--- src/alien_pkg.sv ---
// Alien formation shared definitions
// Coordinate and colour types, formation geometry, motion limits
// and the 16x16 sprite bitmap
`default_nettype none

package alien_pkg;

    localparam int ALIEN_COUNT = 5;
    localparam int SPRITE_SIZE = 16;
    localparam int ALIEN_PITCH = 32;

    typedef logic [11:0]            coord_t;
    typedef logic [3:0]             color_t;
    typedef logic [3:0]             local_t;
    typedef logic [ALIEN_COUNT-1:0] slot_mask_t;
    typedef logic [15:0]            bitmap_row_t;

    typedef enum logic {
        DIR_RIGHT = 1'b0,
        DIR_LEFT  = 1'b1
    } dir_t;

    localparam color_t ALIEN_COLOR  = 4'd15;

    // Motion constants
    localparam coord_t STEP_COLUMNS = 12'd12;
    localparam coord_t DROP_ROWS    = 12'd24;
    localparam coord_t LEFT_LIMIT   = 12'd21;
    localparam coord_t RIGHT_LIMIT  = 12'd500;

    // Sprite shape, bit i is local column i
    // Rows come in identical pairs
    localparam bitmap_row_t ALIEN_BITMAP [SPRITE_SIZE] = '{
        16'h03C0, 16'h03C0,
        16'h0FF0, 16'h0FF0,
        16'h3FFC, 16'h3FFC,
        16'hF3CF, 16'hF3CF,
        16'hFFFF, 16'hFFFF,
        16'h0C30, 16'h0C30,
        16'h33CC, 16'h33CC,
        16'hCC33, 16'hCC33
    };

endpackage

`default_nettype wire

--- src/alien_formation.sv ---
// Alien formation top level
// Moving row of five sprites, decoded per pixel through a
// two-stage pipeline into colour and slot mask
`timescale 1ns/1ps
`default_nettype none

module alien_formation #(
    parameter int                MOVE_PERIOD  = 16000000,
    parameter alien_pkg::coord_t START_ROW    = 12'd20,
    parameter alien_pkg::coord_t START_COLUMN = 12'd246
) (
    input  logic                  clk,
    input  logic                  rst,
    input  alien_pkg::coord_t     pixel_row,
    input  alien_pkg::coord_t     pixel_column,
    output alien_pkg::color_t     alien_color,
    output alien_pkg::slot_mask_t alien_active,
    output alien_pkg::coord_t     formation_row,
    output alien_pkg::coord_t     formation_column
);

    import alien_pkg::*;

    slot_mask_t hit_mask;
    local_t     local_row;
    local_t     local_col;

    alien_motion #(
        .MOVE_PERIOD  (MOVE_PERIOD),
        .START_ROW    (START_ROW),
        .START_COLUMN (START_COLUMN)
    ) u_motion (
        .clk              (clk),
        .rst              (rst),
        .formation_row    (formation_row),
        .formation_column (formation_column)
    );

    // Stage 1 uses the position current when the pixel is sampled
    alien_hit_decode u_hit_decode (
        .clk              (clk),
        .rst              (rst),
        .pixel_row        (pixel_row),
        .pixel_column     (pixel_column),
        .formation_row    (formation_row),
        .formation_column (formation_column),
        .hit_mask         (hit_mask),
        .local_row        (local_row),
        .local_col        (local_col)
    );

    alien_sprite_rom u_sprite_rom (
        .clk          (clk),
        .rst          (rst),
        .hit_mask     (hit_mask),
        .local_row    (local_row),
        .local_col    (local_col),
        .alien_color  (alien_color),
        .alien_active (alien_active)
    );

endmodule

`default_nettype wire

--- src/alien_hit_decode.sv ---
// Alien slot decode, first pipeline stage
// Finds which slot box covers the pixel and the local sprite
// coordinates inside that slot
`timescale 1ns/1ps
`default_nettype none

module alien_hit_decode (
    input  logic                  clk,
    input  logic                  rst,
    input  alien_pkg::coord_t     pixel_row,
    input  alien_pkg::coord_t     pixel_column,
    input  alien_pkg::coord_t     formation_row,
    input  alien_pkg::coord_t     formation_column,
    output alien_pkg::slot_mask_t hit_mask,
    output alien_pkg::local_t     local_row,
    output alien_pkg::local_t     local_col
);

    import alien_pkg::*;

    // Box covers origin+1 .. origin+16
    localparam coord_t BOX_END = coord_t'(SPRITE_SIZE + 1);

    coord_t     slot_col [ALIEN_COUNT];
    coord_t     row_off;
    coord_t     col_off;
    logic       in_rows;
    slot_mask_t hit_next;
    local_t     local_col_next;

    assign in_rows = (pixel_row > formation_row) && (pixel_row < formation_row + BOX_END);
    assign row_off = pixel_row - formation_row - 12'd1;

    always_comb
    begin
        hit_next       = '0;
        col_off        = '0;
        local_col_next = '0;
        for (int k = 0; k < ALIEN_COUNT; k++)
        begin
            slot_col[k] = formation_column + coord_t'(ALIEN_PITCH * k);
            hit_next[k] = in_rows && (pixel_column > slot_col[k])
                          && (pixel_column < slot_col[k] + BOX_END);
            // Slots never overlap, so at most one origin is picked
            if (hit_next[k])
            begin
                col_off        = pixel_column - slot_col[k] - 12'd1;
                local_col_next = col_off[3:0];
            end
        end
    end

    always_ff @(posedge clk)
    begin
        if (rst)
        begin
            hit_mask  <= '0;
            local_row <= '0;
            local_col <= '0;
        end
        else
        begin
            hit_mask  <= hit_next;
            local_row <= in_rows ? row_off[3:0] : '0;
            local_col <= local_col_next;
        end
    end

endmodule

`default_nettype wire

--- src/alien_motion.sv ---
// Alien formation motion
// Counts the move period and steps the formation sideways,
// dropping and reversing at the screen limits
`timescale 1ns/1ps
`default_nettype none

module alien_motion #(
    parameter int                MOVE_PERIOD  = 16000000,
    parameter alien_pkg::coord_t START_ROW    = 12'd20,
    parameter alien_pkg::coord_t START_COLUMN = 12'd246
) (
    input  logic              clk,
    input  logic              rst,
    output alien_pkg::coord_t formation_row,
    output alien_pkg::coord_t formation_column
);

    import alien_pkg::*;

    localparam int CNT_W = (MOVE_PERIOD > 1) ? $clog2(MOVE_PERIOD) : 1;

    logic [CNT_W-1:0] move_count;
    logic             move_wrap;
    dir_t             dir;
    dir_t             dir_next;
    coord_t           row_next;
    coord_t           col_next;

    assign move_wrap = (move_count == CNT_W'(MOVE_PERIOD - 1));

    // Next position and direction, applied only on a period wrap
    always_comb
    begin
        row_next = formation_row;
        col_next = formation_column;
        dir_next = dir;
        case (dir)
            DIR_RIGHT:
            begin
                if (formation_column > RIGHT_LIMIT)
                begin
                    row_next = formation_row + DROP_ROWS;
                    dir_next = DIR_LEFT;
                end
                else
                begin
                    col_next = formation_column + STEP_COLUMNS;
                end
            end
            DIR_LEFT:
            begin
                if (formation_column < LEFT_LIMIT)
                begin
                    row_next = formation_row + DROP_ROWS;
                    dir_next = DIR_RIGHT;
                end
                else
                begin
                    col_next = formation_column - STEP_COLUMNS;
                end
            end
            default:
            begin
                dir_next = DIR_RIGHT;
            end
        endcase
    end

    always_ff @(posedge clk)
    begin
        if (rst)
        begin
            move_count       <= '0;
            formation_row    <= START_ROW;
            formation_column <= START_COLUMN;
            dir              <= DIR_RIGHT;
        end
        else if (move_wrap)
        begin
            move_count       <= '0;
            formation_row    <= row_next;
            formation_column <= col_next;
            dir              <= dir_next;
        end
        else
        begin
            move_count <= move_count + 1'b1;
        end
    end

endmodule

`default_nettype wire

--- src/alien_sprite_rom.sv ---
// Alien sprite lookup, second pipeline stage
// Reads the bitmap at the local coordinates and registers the
// pixel colour with the slot mask
`timescale 1ns/1ps
`default_nettype none

module alien_sprite_rom (
    input  logic                  clk,
    input  logic                  rst,
    input  alien_pkg::slot_mask_t hit_mask,
    input  alien_pkg::local_t     local_row,
    input  alien_pkg::local_t     local_col,
    output alien_pkg::color_t     alien_color,
    output alien_pkg::slot_mask_t alien_active
);

    import alien_pkg::*;

    bitmap_row_t row_bits;
    logic        pixel_lit;

    assign row_bits  = ALIEN_BITMAP[local_row];
    assign pixel_lit = row_bits[local_col] && (|hit_mask);

    always_ff @(posedge clk)
    begin
        if (rst)
        begin
            alien_color  <= '0;
            alien_active <= '0;
        end
        else
        begin
            alien_color  <= pixel_lit ? ALIEN_COLOR : '0;
            alien_active <= hit_mask;
        end
    end

endmodule

`default_nettype wire

--- config.mk ---
export PLATFORM = sky130hd
export DESIGN_NAME = alien_formation
export DESIGN_NICKNAME = d
export VERILOG_FILES = /design/src/alien_pkg.sv /design/src/alien_formation.sv /design/src/alien_hit_decode.sv /design/src/alien_motion.sv /design/src/alien_sprite_rom.sv
export SDC_FILE = /design/constraint.sdc
export NUM_CORES = 1
export LEC_CHECK = 0
export ABC_AREA = 1
export BUFFER_PORTS_ARGS = -buffer_cell sky130_fd_sc_hd__buf_2
export CORE_ASPECT_RATIO = 1.25
export CORE_UTILIZATION = 33
export DETAILED_ROUTE_END_ITERATION = 16
export HOLD_SLACK_MARGIN = 0.1
export PLACE_DENSITY = 0.46
export SLEW_MARGIN = 10
export SYNTH_ARGS = -nofsm -noshare
export SYNTH_HDL_FRONTEND = slang
export SYNTH_SLANG_ARGS = --single-unit
--- constraint.sdc ---
create_clock -name clk -period 4.8 [get_ports clk]
set_input_delay 0.96 -clock clk [delete_from_list [all_inputs] [get_ports clk]]
set_output_delay 0.96 -clock clk [all_outputs]
set_load 0.02 [all_outputs]
==> results of run 1 <==
## kinds of logic (layout without fill, tap and decap cells)
kind of cell | count (synthesis) | in the layout | share of synthesized area, %
simple gates | 454 | 454 | 31.04
fa+ha+maj | 118 | 118 | 22.53
mux | 1 | 1 | 0.1709
flops | 61 | 61 | 18.54
buf+inv | 149 | 200 | 9.440
compound gates | 126 | 126 | 10.35
other cells | 2 | 5 | 0.1140
xor+xnor | 58 | 58 | 7.825
## sequential cells by signal, indices dropped and copies added (netlist names)
signal and cells:
u_motion.dir 1, u_motion.formation_row 9, u_sprite_rom.alien_color 1, u_hit_decode.local_row 3, u_hit_decode.local_col 3, u_motion.formation_column 10, u_motion.move_count 24, u_sprite_rom.alien_active 5
u_hit_decode.hit_mask 5
## layer usage
metal,GRT usage [%],wire (um)
met1,21.85,8031
met2,35.41,9369
met3,3.317,477
met4,7.166,456
met5,0,0
## worst min-delay path: stages, from the launching register on
cell     delay [ps]
dfxtp_1         290
inv_1            60
nor2_1           40
## area by class of cell
cell class	count	area, sq um
multi-input combinational	762	4756
clock buffer	11	252.7
timing repair buffer	55	280.3
inverter	129	486.7
tap	265	331.6
clock inverter	5	81.33
sequential	61	1221
fill	2167	12060
## cell usage after synthesis (2+ instances only)
master    instances  share of area [%]
nand2_2           6               0.57
xor2_1           44                5.8
nor3b_1           3               0.34
ha_1            117                 22
nand3_4           2               0.53
xnor2_1          13                1.7
a21oi_1          68                5.2
nor2_4            3               0.51
nand3_1          56                4.3
inv_1           119                6.8
buf_2             2               0.15
nand4_1          13                1.2
conb_1            2               0.11
o21a_1            3               0.34
dfxtp_1          61                 19
nor2_1          119                6.8
nand2_1         204                 12
o21ai_0          27                2.1
nor2_2            5               0.47
o21ai_1          11               0.84
inv_2             9               0.51
nor3_1           20                1.5
nand3_2           3               0.46
or2_2             4               0.38
nand3b_1          6               0.68
buf_4            10                1.1
a21o_1            9                1.0
clkbuf_1          5               0.28
## worst paths after layout
kind                                                           startpoint                                 endpoint  slack [ps]  depth (start not counted)
worst min register to register        u_hit_decode.hit_mask[0]$_SDFF_PP0_  u_sprite_rom.alien_active[0]$_SDFF_PP0_         430                          2
worst min-delay path                  u_hit_decode.hit_mask[0]$_SDFF_PP0_  u_sprite_rom.alien_active[0]$_SDFF_PP0_         430                          2
worst max-delay path            u_motion.formation_column[6]$_SDFFE_PP1P_     u_hit_decode.local_col[3]$_SDFF_PP0_        1160                         18
worst max register to register  u_motion.formation_column[6]$_SDFFE_PP1P_     u_hit_decode.local_col[3]$_SDFF_PP0_        1160                         18
## where the power goes
| part | switching, mW | internal [mW] | leakage, nW | total (mW) |
|---|---|---|---|---|
| Clock | 0.249 | 0.483 | 0.162 | 0.733 |
| Sequential | 0.00335 | 0.512 | 0.493 | 0.516 |
| Combinational | 0.109 | 0.0633 | 2.82 | 0.172 |
| Total | 0.362 | 1.06 | 3.47 | 1.42 |
## per-stage QoR
| stage | hold slack (ps) | util [%] | cells | instance area (sq um) | worst slack (ps) |
|---|---|---|---|---|---|
| 6_report | 429.2 | 38.06 | 1288 | 7410 | 1156 |
| 5_1_grt | 468.3 | 38.06 | 1288 | 7410 | 818.0 |
| 3_3_place_gp | 429.0 | 36.34 | 1272 | 7076 | 1129 |
| 2_1_floorplan | 399.9 | - | 972 | 6599 | 1691 |
| 3_5_place_dp | 437.0 | 36.34 | 1272 | 7076 | 1145 |
| 4_1_cts | 436.2 | 38.06 | 1288 | 7410 | 1124 |
==> impl_metrics.yaml, run 1 <==
placed_design:
  place_hpwl_um: 15240
  port-buffer-count: 53
  globalplace.congestion: 0.8473
synthesis:
  async_flop_share_pct: 0
  syn_avg_cell_area_sq_um: 6.798
  ys_types: 53
  synthFlopType: "dfxtp_1"
  syn-cell-area_sq_um: 6588
  synth_edf_count: 0
  ys_ff_latch: 61
  netlist_instances: 969
  synth_warnings: 0
  ys_seq_area_share_pct: 18.54
detailed_routing:
  viasPerCell: 4.681
  drtPass1Iterations: 4
  drtIter0Drc: 253
  drc: 0
  num_vias: 6029
  routed_wl_um: 18330
  ant_nets: 0
  wl_per_cell_um: 14.23
pwr:
  finalPower_mw: 1.420
  p_per_area_nw_per_um2: 191.7
  ir_drop_uv: 219.9
  p_leak_nw: 3.472
hold_path:
  hold_path_class: "register to register"
global_routing:
  track_usage_pct: 19.28
  grt_pass1_wl_um: 30640
  overflow: 0
  grt_max_degree: 26
  grt_pass1_vias: 6153
  antenna_found_initial: 0
die:
  dieArea_sq_um: 20530
  die_w_um: 128.4
  die_h_um: 160.0
  rows: 57
  num_io_pins: 59
  core_sq_um: 19470
  start_util_pct: 33.83
setup_path:
  cp-end-kind: "register"
  cp_slowest_cell: "dfxtp_1"
  crit_chain: "inv_1, ha_1, nand2_1, nand2_1, xor2_1, or3_1, nor3_2, xor2_1, ha_1, nand2_1, nor2_1, nand3_1, nand3_1, nor2_1, nand2_1, a21oi_1, nor2_1, nor2_1"
  cpLargestDelayFamily: "simple AND/OR/NAND/NOR gates"
  path_buf_inv: 1
  critPathMaxStageDelay_ps: 680
  crit_path_start_kind: "register"
  path_max_fanout: 12
  critical_path_class: "register to register"
  cp.arrival_ps: 3870
  crit_required_ps: 5030
layout:
  nets: 1162
  area_growth_pct: 12.48
  antenna_cells: 0
  drive_gt1_share_pct: 11.34
  layout_commonest_cell: "nand2_1"
  layout_common_cells: "nand2_1 (204), inv_1 (119), nor2_1 (119)"
timing:
  fin_setup_tns_ps: 0
  post-route-period-util_pct: 75.92
  final_hold_viol_count: 0
  period_minus_slack_ps: 3644
  fin_worst_skew_ps: 7.451
  finalSetupViolations: 0
  max_clock_freq_mhz: 274.4
  worst_pin_slew_ps: 566.4
  drv_slew: 0
  maxSlewHeadroom_pct: 62.19
  rsz0062_at_grt: "false"
clock_tree:
  post_cts_resized: 0
  clock_latency_ps: 350
  cts_root_buf: "clkbuf_16"
  cts_hold_buf: 0
  cts_sinks: 61
  cts_buffer_depth: 2
  h-tree-depth: 3
  clk_pin_slew_worst_paths_ps: 60
  cts_buffers: 9
  cts_tree: "done"
  post_cts_buffers: 0
flow_run:
  cap_viol_max_count: 0
status:
  status: "finished clean"
(Power assumes the default switching activity.)
==> inputs of run 2 (changes only) <==
clock period = 3.8 ns   (was 4.8 ns; I/O delays follow)
==> impl_metrics.yaml, run 2 (same netlist as run 1, synthesis figures left out) <==
setup_path:
  path_max_fanout: 11
  crit_required_ps: 4020
  critical_path_class: "register to register"
  crit_path_start_kind: "register"
  cp-end-kind: "register"
  cp.arrival_ps: 3420
layout:
  multi_input_area_sq_um: 4756
  nets: 1170
  stdcell_count: 1296
  top_register: "u_motion.move_count"
  drive_gt1_share_pct: 11.83
  reg_top3: "u_motion.move_count (24), u_motion.formation_column (10), u_motion.formation_row (9)"
  antenna_cells: 0
  nFillCells: 2125
  ff_latch_area_sq_um: 1221
  layout_common_cells: "nand2_1 (204), inv_1 (119), nor2_1 (119)"
  largest_reg_flops: 24
  area_growth_pct: 13.30
  layout_commonest_cell: "nand2_1"
global_routing:
  grt_max_degree: 25
  track_usage_pct: 18.68
  grt_pass1_vias: 6057
  overflow: 0
  antenna_found_initial: 0
  grt_pass1_wl_um: 29860
clock_tree:
  cts_root_buf: "clkbuf_16"
  post_cts_buffers: 0
  post_cts_resized: 0
  cts_buffer_depth: 2
  cts_buffers: 9
  clock_latency_ps: 340
  h-tree-depth: 3
  cts_tree: "done"
  clk_pin_slew_worst_paths_ps: 50
  cts_sinks: 61
  cts_hold_buf: 0
die:
  rows: 57
  start_util_pct: 33.83
  dieArea_sq_um: 20530
  num_io_pins: 59
  die_h_um: 160.0
  core_sq_um: 19470
  die_w_um: 128.4
pwr:
  p_sw_share_pct: 24.54
  comb_power_share_pct: 12.4
  p_int_mw: 1.338
  p_per_area_nw_per_um2: 237.6
  switching_power_uw: 435.1
  pwr-share-clk_pct: 50.9
  p_leak_nw: 3.504
  ir_drop_uv: 304.5
  p_seq_share_pct: 36.8
detailed_routing:
  viasPerCell: 4.651
  drtPass1Iterations: 4
  wl_per_cell_um: 13.95
  drtIter0Drc: 185
  routed_wl_um: 18080
  drc: 0
  num_vias: 6028
  ant_nets: 0
timing:
  fin_worst_skew_ps: 5.820
  finalSetupViolations: 0
  rsz0062_at_grt: "false"
  final_hold_viol_count: 0
  worst_pin_slew_ps: 573.0
  maxSlewHeadroom_pct: 61.75
  post-route-period-util_pct: 84.09
  period_minus_slack_ps: 3196
  max_clock_freq_mhz: 312.9
  finalWorstSetupSlack_ps: 604.5
  drv_slew: 0
  fin_setup_tns_ps: 0
placed_design:
  preCtsSetupSlack_ps: 598.3
  port-buffer-count: 53
  dp.cells: 1280
  globalplace.congestion: 0.8438
  place_hpwl_um: 15050
flow_run:
  cap_viol_max_count: 0
status:
  status: "finished clean"
hold_path:
  hold_path_class: "register to register"
run 2: cell count changes in the layout (fill, tap and decap cells not counted):
cell	change
clkinv_2	-1
inv_6	-1
clkbuf_1	+2
buf_4	+8
run 2: critical path: stages (launching register included):
cell and delay (ps):
dfxtp_1 630, ha_1 310, nand2_1 100, inv_1 140
nor2_2 80, a21oi_1 360, nor3_1 130, xor2_1 180
ha_1 300, nand2_1 70, nor2_1 100, o21ai_0 90
a21oi_1 130, nor2_1 60, nand2_1 80, nand3_1 80
nor2_1 180, nor2_1 60
run 2: path summary, 6_finish.rpt:
| kind | from | endpoint | slack, ps | depth (start not counted) |
|---|---|---|---|---|
| worst max-delay path | u_motion.formation_column[8]$_SDFFE_PP0P_ | u_hit_decode.local_col[3]$_SDFF_PP0_ | 600 | 17 |
| worst min-delay path | u_hit_decode.hit_mask[2]$_SDFF_PP0_ | u_sprite_rom.alien_active[2]$_SDFF_PP0_ | 440 | 2 |
| worst max register to register | u_motion.formation_column[8]$_SDFFE_PP0P_ | u_hit_decode.local_col[3]$_SDFF_PP0_ | 600 | 17 |
| worst min register to register | u_hit_decode.hit_mask[2]$_SDFF_PP0_ | u_sprite_rom.alien_active[2]$_SDFF_PP0_ | 440 | 2 |
run 2: area by class of cell:
class,instances,share of cell area (%)
clock buffers,13,3.487
clock inverters,3,0.9053
inverters,129,6.521
multi-input cells,762,63.72
flip-flops and latches,61,16.36
well taps,265,4.443
repair buffers,63,4.560
run 2: power by group through the flow:
| stage | sequential, mW | combinational [mW] | clock (mW) |
|---|---|---|---|
| 6_report | 0.652 | 0.219 | 0.902 |
| 5_1_grt | 0.652 | 0.258 | 0.955 |
| 4_1_cts | 0.652 | 0.223 | 0.930 |
| 3_5_place_dp | 0.665 | 0.222 | 0 |
| 3_3_place_gp | 0.665 | 0.222 | 0 |
| 2_1_floorplan | 0.665 | 0.148 | 0 |
run 2: metal layers:
layer	wire length [um]	GRT usage [%]
met5	0	0
met4	523	7.219
met3	396	2.513
met2	9104	34.57
met1	8057	21.27
run 2: through the flow:
step | util, % | total power [mW] | area, sq um | hold slack, ps
3_3_place_gp | 36.65 | 0.8869 | 7136 | 432.5
5_1_grt | 38.33 | 1.865 | 7463 | 468.6
6_report | 38.33 | 1.773 | 7463 | 443.7
2_1_floorplan | - | 0.8130 | 6599 | 399.9
3_5_place_dp | 36.65 | 0.8869 | 7136 | 441.0
4_1_cts | 38.33 | 1.805 | 7463 | 453.0
==> inputs of run 3 (changes only) <==
PLACE_DENSITY = 0.48   (was 0.46)
clock period = 2.75 ns   (was 3.8 ns; I/O delays follow)
==> impl_metrics.yaml, run 3 (same netlist as run 1, synthesis figures left out) <==
detailed_routing:
  drtIter0Drc: 158
  drc: 0
  ant_nets: 0
  dr.max_layer_used: "met4"
  num_vias: 6280
  met2_length_um: 9716
  routed_wl_um: 18510
  viasPerCell: 4.564
  wl_met3_um: 387
  drtPass1Iterations: 4
  routedLengthMet1_um: 8017
  wl_per_cell_um: 13.45
timing:
  max_clock_freq_mhz: 362.3
  final_hold_viol_count: 0
  holdWs_ps: 442.2
  period_minus_slack_ps: 2760
  post-route-period-util_pct: 100.4
  drv_slew: 0
  finalWorstSetupSlack_ps: -9.811
  finalSetupViolations: 3
  fin_worst_skew_ps: 6.776
  fin_setup_tns_ps: -15.98
  rsz0062_at_grt: "true"
placed_design:
  place_hpwl_um: 15450
  port-buffer-count: 53
  postPlaceCellArea_sq_um: 7712
  globalplace.congestion: 0.8917
setup_path:
  critical_path_class: "register to register"
  r2r_cells: 19
  crit_path_start_kind: "register"
  crit_required_ps: 2980
  r2r_end: "u_hit_decode.local_col[2]$_SDFF_PP0_"
  reg2reg_slack_ps: -10
  cp.arrival_ps: 2990
  cp-end-kind: "register"
  r2r-start: "u_motion.formation_column[6]$_SDFFE_PP1P_"
  path_max_fanout: 4
hold_path:
  whs_path_depth: 2
  hold_path_class: "register to register"
  min_from: "u_hit_decode.hit_mask[0]$_SDFF_PP0_"
  min_to: "u_sprite_rom.alien_active[0]$_SDFF_PP0_"
die:
  dieArea_sq_um: 20530
  die_h_um: 160.0
  rows: 57
  die_w_um: 128.4
  num_io_pins: 59
  core_sq_um: 19470
  start_util_pct: 33.83
global_routing:
  antenna_found_initial: 0
  grt_max_degree: 25
  overflow: 0
  grt_pass1_wl_um: 30030
  grt_pass1_vias: 6195
  track_usage_pct: 18.89
layout:
  nets: 1251
  largest_reg_flops: 24
  design_area_sq_um: 8343
  layout_common_cells: "nand2_1 (196), inv_1 (117), ha_1 (111)"
  reg_top3: "u_motion.move_count (24), u_motion.formation_column (10), u_motion.formation_row (9)"
  top_register: "u_motion.move_count"
  area_growth_pct: 26.65
  drive_gt1_share_pct: 22.59
  layout_commonest_cell: "nand2_1"
  antenna_cells: 0
clock_tree:
  cts_hold_buf: 0
  cts_sinks: 61
  cts_buffer_depth: 2
  h-tree-depth: 3
  cts_tree: "done"
  clock_latency_ps: 340
  cts_root_buf: "clkbuf_16"
  clk_pin_slew_worst_paths_ps: 50
  cts_buffers: 9
pwr:
  p_per_area_nw_per_um2: 290.0
  p_leak_nw: 3.955
  ir_drop_uv: 327.4
flow_run:
  cap_viol_max_count: 0
status:
  status: "finished with violations"
  violations: "negative setup slack"
## run 3: cell types whose count changed in the layout (fill, tap and decap cells not counted), moves of 5 or more
cell     previous run  this run
nor2_1            119       106
nand2_2             6        14
buf_6               0         5
nor2_2              5        14
nand2_1           204       196
ha_4                0         5
ha_1              117       111
buf_4              10        84
## run 3: area by class of cell
cell class              count  area (sq um)
repair buffers            144         987.2
multi-input cells         762          4995
inverters                 129         489.2
clock buffers              11         232.7
fillers                  2086         11130
well taps                 265         331.6
flip-flops and latches     61          1234
clock inverters             4         73.82
## run 3: how the worst max path moves through the flow
| stage | depth (start not counted) | endpoint | slack, ps | from |
|---|---|---|---|---|
| after CTS | 19 | u_hit_decode.local_col[1]$_SDFF_PP0_ | 2 | u_motion.formation_column[7]$_SDFFE_PP1P_ |
| after floorplan | 20 | u_hit_decode.local_col[1]$_SDFF_PP0_ | 20 | u_motion.formation_column[8]$_SDFFE_PP0P_ |
| after global placement | 20 | u_hit_decode.local_col[3]$_SDFF_PP0_ | -100 | u_motion.formation_column[6]$_SDFFE_PP1P_ |
| after global routing | 19 | u_hit_decode.local_col[2]$_SDFF_PP0_ | -200 | u_motion.formation_column[7]$_SDFFE_PP1P_ |
| final | 19 | u_hit_decode.local_col[2]$_SDFF_PP0_ | -10 | u_motion.formation_column[6]$_SDFFE_PP1P_ |
| after detailed placement | 20 | u_hit_decode.local_col[1]$_SDFF_PP0_ | -150 | u_motion.formation_column[6]$_SDFFE_PP1P_ |
## run 3: metal layers
metal | up-vias | GRT usage (%)
li1 | 3404 | -
met1 | 2801 | 21.04
met2 | 56 | 35.75
met3 | 19 | 3.283
met4 | 0 | 5.668
met5 | - | 0
## run 3: critical path: stages, from the launching register on
cell and delay, ps:
dfxtp_4 390, ha_4 160, buf_6 100, nand2_2 60
xor2_2 180, o21ai_2 220, nand3_2 130, xnor2_2 150
ha_1 310, nand2_2 80, nor2_4 140, nand3_1 100
nor2_2 130, nor2_2 40, nand2_1 60, nor2_1 40
nand2_1 90, nand3_2 100, nor2_4 130, nor2_1 50
## run 3: metrics by stage
| stage | instances | power (mW) | setup WS (ps) | utilization (%) |
|---|---|---|---|---|
| detailed placement | 1354 | 1.234 | -146.0 | 39.61 |
| global route | 1376 | 2.545 | -200.2 | 42.85 |
| CTS | 1370 | 2.454 | 1.827 | 41.46 |
| floorplan | 972 | 1.121 | 17.42 | - |
| finish | 1376 | 2.420 | -9.811 | 42.85 |
| global placement | 1354 | 1.232 | -102.3 | 39.61 |
## run 3: what timing repair did
item	4_1_cts	5_1_grt
buffers inserted	1	8
endpoints found under the setup margin	3	6
resized for setup	12	54
pin swaps	3	34
## run 3: report_power, final
part	total [mW]	leakage, nW	internal (mW)	switching [mW]
registers	0.897	0.493	0.891	0.00535
clock network	1.20	0.150	0.788	0.410
logic	0.325	3.31	0.127	0.198
